===== src/design/sw_consts.svh =====
`ifndef SW_CONSTS_SVH
`define SW_CONSTS_SVH

// array geometry
`define SW_NUM_PE       16
`define SW_BASE_W       2
`define SW_SCORE_W      14
`define SW_POS_W        10
`define SW_COL_W        5

// longest reference stream accepted in one run
`define SW_MAX_REF_LEN  1000

// substitution scores
`define SW_MATCH        2
`define SW_MISMATCH     (-3)

// affine gap penalties
`define SW_GAP_OPEN     (-12)
`define SW_GAP_EXTEND   (-1)

// no path here
`define SW_NEG_INF      (-4096)

`endif


===== src/design/sw_pkg.sv =====
`default_nettype none

`include "sw_consts.svh"

package sw_pkg;

    // signed cell score
    typedef logic signed [`SW_SCORE_W-1:0] score_t;

    typedef logic [`SW_BASE_W-1:0] base_t;

    // query base c-1 sits in slot c-1
    typedef logic [`SW_NUM_PE*`SW_BASE_W-1:0] query_t;

    typedef logic [`SW_POS_W-1:0] pos_t;

    // query column, 1..NUM_PE
    typedef logic [`SW_COL_W-1:0] col_t;

    typedef logic [`SW_NUM_PE-1:0] lane_mask_t;
    typedef logic [`SW_NUM_PE*`SW_SCORE_W-1:0] score_vec_t;

    typedef enum logic [1:0] {
        IDLE,
        WAIT_REQ,
        WAIT_RELEASE,
        DRAIN
    } intake_state_t;

endpackage

`default_nettype wire


===== src/design/pe_array.sv =====
`default_nettype none

`include "sw_consts.svh"

module pe_array (
    input  wire                 i_clk,
    input  wire                 i_rst,
    input  wire                 i_start,
    input  wire sw_pkg::query_t i_query,
    input  wire                 i_step,
    input  wire sw_pkg::base_t  i_step_base,
    input  wire                 i_step_valid,
    output sw_pkg::score_vec_t  o_h_scores,
    output sw_pkg::lane_mask_t  o_lane_valid
);

    import sw_pkg::*;

    localparam int     N       = `SW_NUM_PE;
    localparam score_t NEG_INF = score_t'(`SW_NEG_INF);

    query_t     query_q;
    base_t      base_q [N];
    score_t     h_q [N];
    score_t     hd_q [N];
    score_t     e_q [N];
    score_t     f_q [N];
    // column 0 edge, H(r,0) and H(r-1,0)
    score_t     lb_h;
    score_t     lb_diag;

    // inputs seen by each lane on the current step
    base_t      base_in [N];
    lane_mask_t valid_in;
    score_t     h_new [N];
    score_t     e_new [N];
    score_t     f_new [N];

    assign valid_in = (o_lane_valid << 1) | lane_mask_t'(i_step_valid);

    genvar gj;
    generate
        for (gj = 0; gj < N; gj++) begin : g_lane
            score_t diag_in;
            score_t left_in;
            score_t e_left_in;

            if (gj == 0) begin : g_edge
                assign base_in[gj] = i_step_base;
                assign diag_in     = lb_diag;
                assign left_in     = lb_h;
                assign e_left_in   = NEG_INF;
            end else begin : g_chain
                // left neighbour finished this row one step earlier
                assign base_in[gj] = base_q[gj-1];
                assign diag_in     = hd_q[gj-1];
                assign left_in     = h_q[gj-1];
                assign e_left_in   = e_q[gj-1];
            end

            pe_cell u_cell (
                .i_a      (query_q[gj*`SW_BASE_W +: `SW_BASE_W]),
                .i_b      (base_in[gj]),
                .i_h_diag (diag_in),
                .i_h_top  (h_q[gj]),
                .i_h_left (left_in),
                .i_e_left (e_left_in),
                .i_f_top  (f_q[gj]),
                .o_h      (h_new[gj]),
                .o_e      (e_new[gj]),
                .o_f      (f_new[gj])
            );

            assign o_h_scores[gj*`SW_SCORE_W +: `SW_SCORE_W] = h_q[gj];
        end
    endgenerate

    always_ff @(posedge i_clk or posedge i_rst) begin
        if (i_rst) begin
            o_lane_valid <= '0;
        end else if (i_start) begin
            o_lane_valid <= '0;
        end else if (i_step) begin
            o_lane_valid <= valid_in;
        end
    end

    always_ff @(posedge i_clk) begin
        if (i_start) begin
            query_q <= i_query;
            lb_h    <= score_t'(`SW_GAP_OPEN);
            lb_diag <= '0;
            for (int j = 0; j < N; j++) begin
                // top row boundary H(0,c)
                h_q[j]  <= score_t'(`SW_GAP_OPEN + `SW_GAP_EXTEND * j);
                hd_q[j] <= NEG_INF;
                e_q[j]  <= NEG_INF;
                f_q[j]  <= NEG_INF;
            end
        end else if (i_step) begin
            if (i_step_valid) begin
                lb_diag <= lb_h;
                lb_h    <= lb_h + score_t'(`SW_GAP_EXTEND);
            end
            for (int j = 0; j < N; j++) begin
                base_q[j] <= base_in[j];
                // idle lanes keep their last cell
                if (valid_in[j]) begin
                    hd_q[j] <= h_q[j];
                    h_q[j]  <= h_new[j];
                    e_q[j]  <= e_new[j];
                    f_q[j]  <= f_new[j];
                end
            end
        end
    end

endmodule

`default_nettype wire


===== src/design/pe_cell.sv =====
`default_nettype none

`include "sw_consts.svh"

module pe_cell (
    input  wire sw_pkg::base_t  i_a,
    input  wire sw_pkg::base_t  i_b,
    input  wire sw_pkg::score_t i_h_diag,
    input  wire sw_pkg::score_t i_h_top,
    input  wire sw_pkg::score_t i_h_left,
    input  wire sw_pkg::score_t i_e_left,
    input  wire sw_pkg::score_t i_f_top,
    output sw_pkg::score_t      o_h,
    output sw_pkg::score_t      o_e,
    output sw_pkg::score_t      o_f
);

    import sw_pkg::*;

    score_t sub;
    score_t e_ext;
    score_t e_open;
    score_t f_ext;
    score_t f_open;
    score_t h_diag;

    assign sub = (i_a == i_b) ? score_t'(`SW_MATCH) : score_t'(`SW_MISMATCH);

    // horizontal gap, extend or open from left H
    assign e_ext  = i_e_left + score_t'(`SW_GAP_EXTEND);
    assign e_open = i_h_left + score_t'(`SW_GAP_OPEN);
    assign o_e    = (e_ext > e_open) ? e_ext : e_open;

    // vertical gap from the cell above
    assign f_ext  = i_f_top + score_t'(`SW_GAP_EXTEND);
    assign f_open = i_h_top + score_t'(`SW_GAP_OPEN);
    assign o_f    = (f_ext > f_open) ? f_ext : f_open;

    assign h_diag = i_h_diag + sub;

    // signed three-way max
    always_comb begin
        o_h = h_diag;
        if (o_e > o_h) begin
            o_h = o_e;
        end
        if (o_f > o_h) begin
            o_h = o_f;
        end
    end

endmodule

`default_nettype wire


===== src/design/score_max_tracker.sv =====
`default_nettype none

`include "sw_consts.svh"

module score_max_tracker (
    input  wire                 i_clk,
    input  wire                 i_rst,
    input  wire                 i_start,
    input  wire                 i_step,
    input  wire                 i_last_step,
    input  wire sw_pkg::score_t i_wave_max,
    input  wire sw_pkg::col_t   i_wave_col,
    input  wire                 i_wave_any,
    output sw_pkg::score_t      o_max_score,
    output sw_pkg::pos_t        o_max_row,
    output sw_pkg::col_t        o_max_col,
    output logic                o_done
);

    import sw_pkg::*;

    localparam score_t NEG_INF = score_t'(`SW_NEG_INF);

    pos_t step_cnt;
    // step index and end flag, two stages behind to meet the tree
    pos_t idx_d1;
    pos_t idx_d2;
    logic last_d1;
    logic last_d2;

    always_ff @(posedge i_clk or posedge i_rst) begin
        if (i_rst) begin
            step_cnt    <= '0;
            last_d1     <= 1'b0;
            last_d2     <= 1'b0;
            o_done      <= 1'b0;
            o_max_score <= NEG_INF;
            o_max_row   <= '0;
            o_max_col   <= '0;
        end else begin
            last_d1 <= i_step && i_last_step;
            last_d2 <= last_d1;
            o_done  <= last_d2;
            if (i_start) begin
                step_cnt    <= '0;
                o_max_score <= NEG_INF;
                o_max_row   <= '0;
                o_max_col   <= '0;
            end else begin
                if (i_step) begin
                    step_cnt <= step_cnt + 1'b1;
                end
                // later wave wins a tie
                if (i_wave_any && (i_wave_max >= o_max_score)) begin
                    o_max_score <= i_wave_max;
                    o_max_col   <= i_wave_col;
                    // row = step - col + 2
                    o_max_row   <= idx_d2 + pos_t'(2) - pos_t'(i_wave_col);
                end
            end
        end
    end

    always_ff @(posedge i_clk) begin
        idx_d1 <= step_cnt;
        idx_d2 <= idx_d1;
    end

    // the final wave reaches the tracker together with done
    a_done_after_wave: assert property (@(posedge i_clk) disable iff (i_rst)
        o_done |-> $past(i_wave_any));

endmodule

`default_nettype wire


===== src/design/sw_align_top.sv =====
`default_nettype none

module sw_align_top (
    input  wire                 i_clk,
    input  wire                 i_rst,
    input  wire                 i_start,
    input  wire sw_pkg::query_t i_query,
    input  wire                 i_sym_req,
    input  wire sw_pkg::base_t  i_sym,
    input  wire                 i_sym_last,
    output logic                o_sym_ack,
    output logic                o_busy,
    output logic                o_done,
    output sw_pkg::score_t      o_max_score,
    output sw_pkg::pos_t        o_max_row,
    output sw_pkg::col_t        o_max_col
);

    import sw_pkg::*;

    logic       start_ok;
    logic       step;
    base_t      step_base;
    logic       step_valid;
    logic       last_step;
    score_vec_t h_scores;
    lane_mask_t lane_valid;
    score_t     wave_max;
    col_t       wave_col;
    logic       wave_any;

    // start during a run is dropped
    assign start_ok = i_start && !o_busy;

    symbol_intake u_intake (
        .i_clk        (i_clk),
        .i_rst        (i_rst),
        .i_start      (start_ok),
        .i_sym_req    (i_sym_req),
        .i_sym        (i_sym),
        .i_sym_last   (i_sym_last),
        .o_sym_ack    (o_sym_ack),
        .o_busy       (o_busy),
        .o_step       (step),
        .o_step_base  (step_base),
        .o_step_valid (step_valid),
        .o_last_step  (last_step)
    );

    pe_array u_array (
        .i_clk        (i_clk),
        .i_rst        (i_rst),
        .i_start      (start_ok),
        .i_query      (i_query),
        .i_step       (step),
        .i_step_base  (step_base),
        .i_step_valid (step_valid),
        .o_h_scores   (h_scores),
        .o_lane_valid (lane_valid)
    );

    wavefront_max u_wave_max (
        .i_clk        (i_clk),
        .i_rst        (i_rst),
        .i_h_scores   (h_scores),
        .i_lane_valid (lane_valid),
        .i_step       (step),
        .o_wave_max   (wave_max),
        .o_wave_col   (wave_col),
        .o_wave_any   (wave_any)
    );

    score_max_tracker u_tracker (
        .i_clk        (i_clk),
        .i_rst        (i_rst),
        .i_start      (start_ok),
        .i_step       (step),
        .i_last_step  (last_step),
        .i_wave_max   (wave_max),
        .i_wave_col   (wave_col),
        .i_wave_any   (wave_any),
        .o_max_score  (o_max_score),
        .o_max_row    (o_max_row),
        .o_max_col    (o_max_col),
        .o_done       (o_done)
    );

endmodule

`default_nettype wire


===== src/design/symbol_intake.sv =====
`default_nettype none

`include "sw_consts.svh"

module symbol_intake (
    input  wire                i_clk,
    input  wire                i_rst,
    input  wire                i_start,
    input  wire                i_sym_req,
    input  wire sw_pkg::base_t i_sym,
    input  wire                i_sym_last,
    output logic               o_sym_ack,
    output logic               o_busy,
    output logic               o_step,
    output sw_pkg::base_t      o_step_base,
    output logic               o_step_valid,
    output logic               o_last_step
);

    import sw_pkg::*;

    localparam logic [`SW_COL_W-1:0] DRAIN_LAST = `SW_NUM_PE - 2;

    intake_state_t        state;
    pos_t                 row_cnt;
    logic [`SW_COL_W-1:0] drain_cnt;
    logic                 accept;

    // new req only counts once the previous ack is gone
    assign accept = (state == WAIT_REQ) && i_sym_req && !o_sym_ack;
    assign o_busy = (state != IDLE);

    always_ff @(posedge i_clk or posedge i_rst) begin
        if (i_rst) begin
            state        <= IDLE;
            row_cnt      <= '0;
            drain_cnt    <= '0;
            o_sym_ack    <= 1'b0;
            o_step       <= 1'b0;
            o_step_valid <= 1'b0;
            o_last_step  <= 1'b0;
        end else begin
            o_step      <= 1'b0;
            o_last_step <= 1'b0;
            // ack drops on the edge after req is seen low
            if (o_sym_ack && !i_sym_req) begin
                o_sym_ack <= 1'b0;
            end
            case (state)
                IDLE: begin
                    if (i_start) begin
                        state   <= WAIT_REQ;
                        row_cnt <= '0;
                    end
                end
                WAIT_REQ: begin
                    // step goes out on the same edge as ack
                    if (accept) begin
                        o_sym_ack    <= 1'b1;
                        o_step       <= 1'b1;
                        o_step_valid <= 1'b1;
                        row_cnt      <= row_cnt + 1'b1;
                        if (i_sym_last) begin
                            state     <= DRAIN;
                            drain_cnt <= '0;
                        end else begin
                            state <= WAIT_RELEASE;
                        end
                    end
                end
                WAIT_RELEASE: begin
                    if (!i_sym_req) begin
                        state <= WAIT_REQ;
                    end
                end
                DRAIN: begin
                    // push the last rows through the remaining columns
                    o_step       <= 1'b1;
                    o_step_valid <= 1'b0;
                    drain_cnt    <= drain_cnt + 1'b1;
                    if (drain_cnt == DRAIN_LAST) begin
                        o_last_step <= 1'b1;
                        state       <= IDLE;
                    end
                end
                default: begin
                    state <= IDLE;
                end
            endcase
        end
    end

    always_ff @(posedge i_clk) begin
        if (accept) begin
            o_step_base <= i_sym;
        end
    end

    // producer raises a new req only after the previous ack has fallen
    a_req_after_ack: assert property (@(posedge i_clk) disable iff (i_rst)
        $rose(i_sym_req) |-> !o_sym_ack);

    // reference stays within the row range
    a_ref_len: assert property (@(posedge i_clk) disable iff (i_rst)
        accept |-> (row_cnt < `SW_MAX_REF_LEN));

endmodule

`default_nettype wire


===== src/design/wavefront_max.sv =====
`default_nettype none

`include "sw_consts.svh"

module wavefront_max (
    input  wire                     i_clk,
    input  wire                     i_rst,
    input  wire sw_pkg::score_vec_t i_h_scores,
    input  wire sw_pkg::lane_mask_t i_lane_valid,
    input  wire                     i_step,
    output sw_pkg::score_t          o_wave_max,
    output sw_pkg::col_t            o_wave_col,
    output logic                    o_wave_any
);

    import sw_pkg::*;

    localparam int     N       = `SW_NUM_PE;
    localparam int     LEAVES  = 1 << $clog2(N);
    localparam int     NODES   = 2 * LEAVES - 1;
    localparam score_t NEG_INF = score_t'(`SW_NEG_INF);

    score_t node_val [NODES];
    col_t   node_col [NODES];
    logic   step_q;

    // heap order, node k has children 2k+1 and 2k+2
    always_comb begin
        for (int k = 0; k < LEAVES; k++) begin
            if (k < N && i_lane_valid[k]) begin
                node_val[LEAVES-1+k] = i_h_scores[k*`SW_SCORE_W +: `SW_SCORE_W];
            end else begin
                node_val[LEAVES-1+k] = NEG_INF;
            end
            node_col[LEAVES-1+k] = col_t'(k + 1);
        end
        for (int k = LEAVES - 2; k >= 0; k--) begin
            // right child holds the higher lanes, so it takes ties
            if (node_val[2*k+2] >= node_val[2*k+1]) begin
                node_val[k] = node_val[2*k+2];
                node_col[k] = node_col[2*k+2];
            end else begin
                node_val[k] = node_val[2*k+1];
                node_col[k] = node_col[2*k+1];
            end
        end
    end

    always_ff @(posedge i_clk or posedge i_rst) begin
        if (i_rst) begin
            step_q     <= 1'b0;
            o_wave_any <= 1'b0;
        end else begin
            step_q     <= i_step;
            o_wave_any <= step_q && (|i_lane_valid);
        end
    end

    // array outputs settle one edge after the step
    always_ff @(posedge i_clk) begin
        if (step_q) begin
            o_wave_max <= node_val[0];
            o_wave_col <= node_col[0];
        end
    end

endmodule

`default_nettype wire


===== config.mk =====
export PLATFORM = sky130hd
export DESIGN_NAME = sw_align_top
export DESIGN_NICKNAME = d
export VERILOG_FILES = /design/src/design/sw_pkg.sv /design/src/design/pe_array.sv /design/src/design/pe_cell.sv /design/src/design/score_max_tracker.sv /design/src/design/sw_align_top.sv /design/src/design/symbol_intake.sv /design/src/design/wavefront_max.sv
export VERILOG_INCLUDE_DIRS = /design/src /design/src/design
export SDC_FILE = /design/constraint.sdc
export NUM_CORES = 2
export LEC_CHECK = 0
export BUFFER_PORTS_ARGS = -buffer_cell sky130_fd_sc_hd__buf_2
export CAP_MARGIN = 15
export CORE_MARGIN = 1.5
export CORE_UTILIZATION = 57
export CTS_BUF_LIST = sky130_fd_sc_hd__clkbuf_4 sky130_fd_sc_hd__clkbuf_8 sky130_fd_sc_hd__clkbuf_16
export DETAILED_ROUTE_END_ITERATION = 10
export HOLD_SLACK_MARGIN = 0.03
export PLACE_DENSITY = 0.73
export SYNTH_ARGS = -nofsm -noshare
export SYNTH_HDL_FRONTEND = slang
export SYNTH_HIERARCHICAL = 1
export SYNTH_SLANG_ARGS = --single-unit

===== constraint.sdc =====
create_clock -name i_clk -period 16.4 [get_ports i_clk]
set_clock_uncertainty 0.1 [all_clocks]
set_input_delay 1.64 -clock i_clk [delete_from_list [all_inputs] [get_ports i_clk]]
set_output_delay 1.64 -clock i_clk [all_outputs]
set_load 0.05 [all_outputs]

==> qor.csv <==
stage;metric;value;unit
outcome;status;finished, final reports clean;
worst_setup_path;Setup crit start;u_array/o_lane_valid[1]$_DFFE_PP0P_;
timing;Max Freq;0.0846;GHz
grt;initial antenna violation count;4;
grt;met2 global-route usage;52.1;%
timing;Setup-failing EPs final;0;
final_layout;# nets final;12800;
detailed_routing;aggregate routed wire length;291000;um
placed_design;PortBufs;70;
timing;RSZ-0062 raised after global routing;false;
logic_synthesis;mapped cell area;105000;um^2
grt;GR Util All Layers;30.5;%
detailed_routing;first-pass iteration count of the detailed router;8;
worst_setup_path;CP max stage delay;760;ps
die;Site Rows;157;
clock_network;TritonCTS clock tree;done;
die;die area;187000;um^2
clock_network;post-CTS sizing;0;
worst_setup_path;Arr. time, crit path;12270;ps
timing;final hold violations;0;
logic_synthesis;Synth Instances;11400;
timing;minimum clock period;11830;ps
die;total I/O pin count;71;
logic_synthesis;Synth warnings;6;
grt;largest net degree at the start of global routing;205;
die;Die Y;432;um
timing;Post-Route Setup TNS;0;ps
clock_network;Clock Tree Buf Depth;3;
grt;first-pass GRT wire length;454000;um
timing;Slew HR;24.0;%
clock_network;CTS root buf;clkbuf_16;
die;Core Box Area;183000;um^2
clock_network;hold-fix buffers at CTS;0;
detailed_routing;ANT nets after route;0;
worst_setup_path;FF-to-FF Start;u_array/o_lane_valid[1]$_DFFE_PP0P_;
grt;GRT busiest layer;met2;
clock_network;# H-tree levels;4;
detailed_routing;Residual DRC;0;
detailed_routing;DR vias;84600;
timing;Worst-Margin Slew;1140;ps
worst_setup_path;r2r endpoint;u_wave_max/o_wave_max[8]$_DFFE_PP_;
final_layout;area added between synthesis and finish;7.20;%
worst_setup_path;slowest library cell on the worst path;and3_1;
worst_setup_path;kind of critical path;reg -> reg;
hold_path;worst hold start;u_tracker/idx_d1[6]$_DFF_P_;
worst_setup_path;R2R setup slack;4570;ps
clock_network;Clock Latency Late Sink;820;ps
worst_setup_path;CP Launch Type;flop;
die;DIE WIDTH;432;um
clock_network;post-CTS setup repair buffer count;0;
detailed_routing;drt via density;6.06;
worst_setup_path;Worst Setup End Kind;flop;
grt;met3 usage;3.61;%
die;starting density of the core;57.3;%
clock_network;Clock Pin Slew Worst Setup and Hold Paths;70;ps
timing;max-slew violation count;0;
grt;GRT overflow;0;
worst_setup_path;cells on worst reg2reg path;42;
timing;fin crit share;72.1;%
worst_setup_path;crit path to;u_wave_max/o_wave_max[8]$_DFFE_PP_;
worst_setup_path;Crit Path Max Fanout;50;
run;max-capacitance violation count;0;
placed_design;dpl hpwl;225000;um
detailed_routing;initial DRC count;6701;
detailed_routing;wire per inst;20.9;um
clock_network;Num CTS Buffers;132;
hold_path;worst min-delay path category;reg -> reg;
placed_design;GPL Wtd Cong;0.966;
grt;vias in the first global route;83000;
logic_synthesis;syn_area_per_cell;9.24;um^2
worst_setup_path;Critical Path RT;16850;ps
grt;met1 Track Usage GR;38.4;%
final_layout;layout cells sized above 1;8.41;%
clock_network;clk sinks;1070;
worst min-delay path by stage:
stage,slack (ps),to,cells after the start
2_1_floorplan,210,u_tracker/idx_d2[0]$_DFF_P_,0
3_3_place_gp,210,u_tracker/idx_d2[6]$_DFF_P_,0
3_5_place_dp,210,u_tracker/idx_d2[1]$_DFF_P_,0
4_1_cts,220,u_tracker/idx_d2[6]$_DFF_P_,0
5_1_grt,230,u_tracker/idx_d2[1]$_DFF_P_,0
6_report,220,u_tracker/idx_d2[6]$_DFF_P_,0
flip-flops by register name (all words and copies together) (netlist names), 2 cells and up:
register                flops
u_array/base_q             30
u_array/e_q               210
u_array/f_q               224
u_array/g_lane.diag_in     14
u_array/g_lane.left_in     14
u_array/h_q               224
u_array/hd_q              210
u_array/o_lane_valid       16
u_array/query_q            32
u_intake/drain_cnt          5
u_intake/o_step_base        2
u_intake/state              2
u_tracker/idx_d1           10
u_tracker/idx_d2           10
u_tracker/o_max_col         5
u_tracker/o_max_row        10
u_tracker/o_max_score      14
u_tracker/step_cnt         10
u_wave_max/o_wave_col       5
u_wave_max/o_wave_max      14
layout by cell type, fill, tap and decap left out, drive strengths merged, types with 66 or more instances in the layout:
cell / n
or3: 182
edfxtp: 951
inv: 1075
xor2: 348
dfrtp: 69
nor2: 610
nor3: 269
a21o: 189
nor4: 114
a21oi: 644
o21ai: 432
nand2: 689
o21a: 101
clkbuf: 165
mux2: 225
nand4: 180
xnor2: 601
mux2i: 569
buf: 178
o21bai: 66
nand3: 198
and3: 448
nand2b: 292
ha: 1335
or4: 88
and2: 101
or2: 109
nor2b: 431
per-layer routing:
layer / vias to the layer above / routed length (um) / part of all wire [%]
li1: 40900 / - / -
met4: 4 / 13300 / 4.6
met2: 2399 / 140000 / 48
met5: - / 27 / 0.0093
met3: 594 / 15000 / 5.2
met1: 40600 / 123000 / 42
layout make-up:
class,instances,area [um^2]
fill,15600,70600
tap,2464,3080
timing repair buffer,178,1220
multi-input combinational,8948,68500
inverter,1061,3980
antenna,1,2.50
clock buffer,165,3680
sequential,1070,31300
clock inverter,74,758
critical path: cells and delay by family, from the launching register on:
| family | cells | cell delay [ps] |
|---|---|---|
| and+or+nand+nor | 15 | 3310 |
| AOI/OAI and AO/OA | 16 | 4050 |
| DFF | 1 | 660 |
| buffers and inverters | 5 | 1350 |
| muxes | 2 | 760 |
| adders and majority gates | 4 | 1290 |
metrics by stage:
step	utilization [%]	hold slack (ps)	cells	worst slack, ps	cell area, um^2
4_1_cts	61.4	224	14000	4540	112000
3_3_place_gp	59.0	211	13700	4510	108000
5_1_grt	61.4	227	14000	3770	113000
3_5_place_dp	59.0	212	13700	4580	108000
2_1_floorplan	-	210	11400	6430	105000
6_report	61.5	222	14000	4570	113000
Power is not shown: default switching activity piles up to over one toggle a cycle in this logic, so the estimate is an artifact.
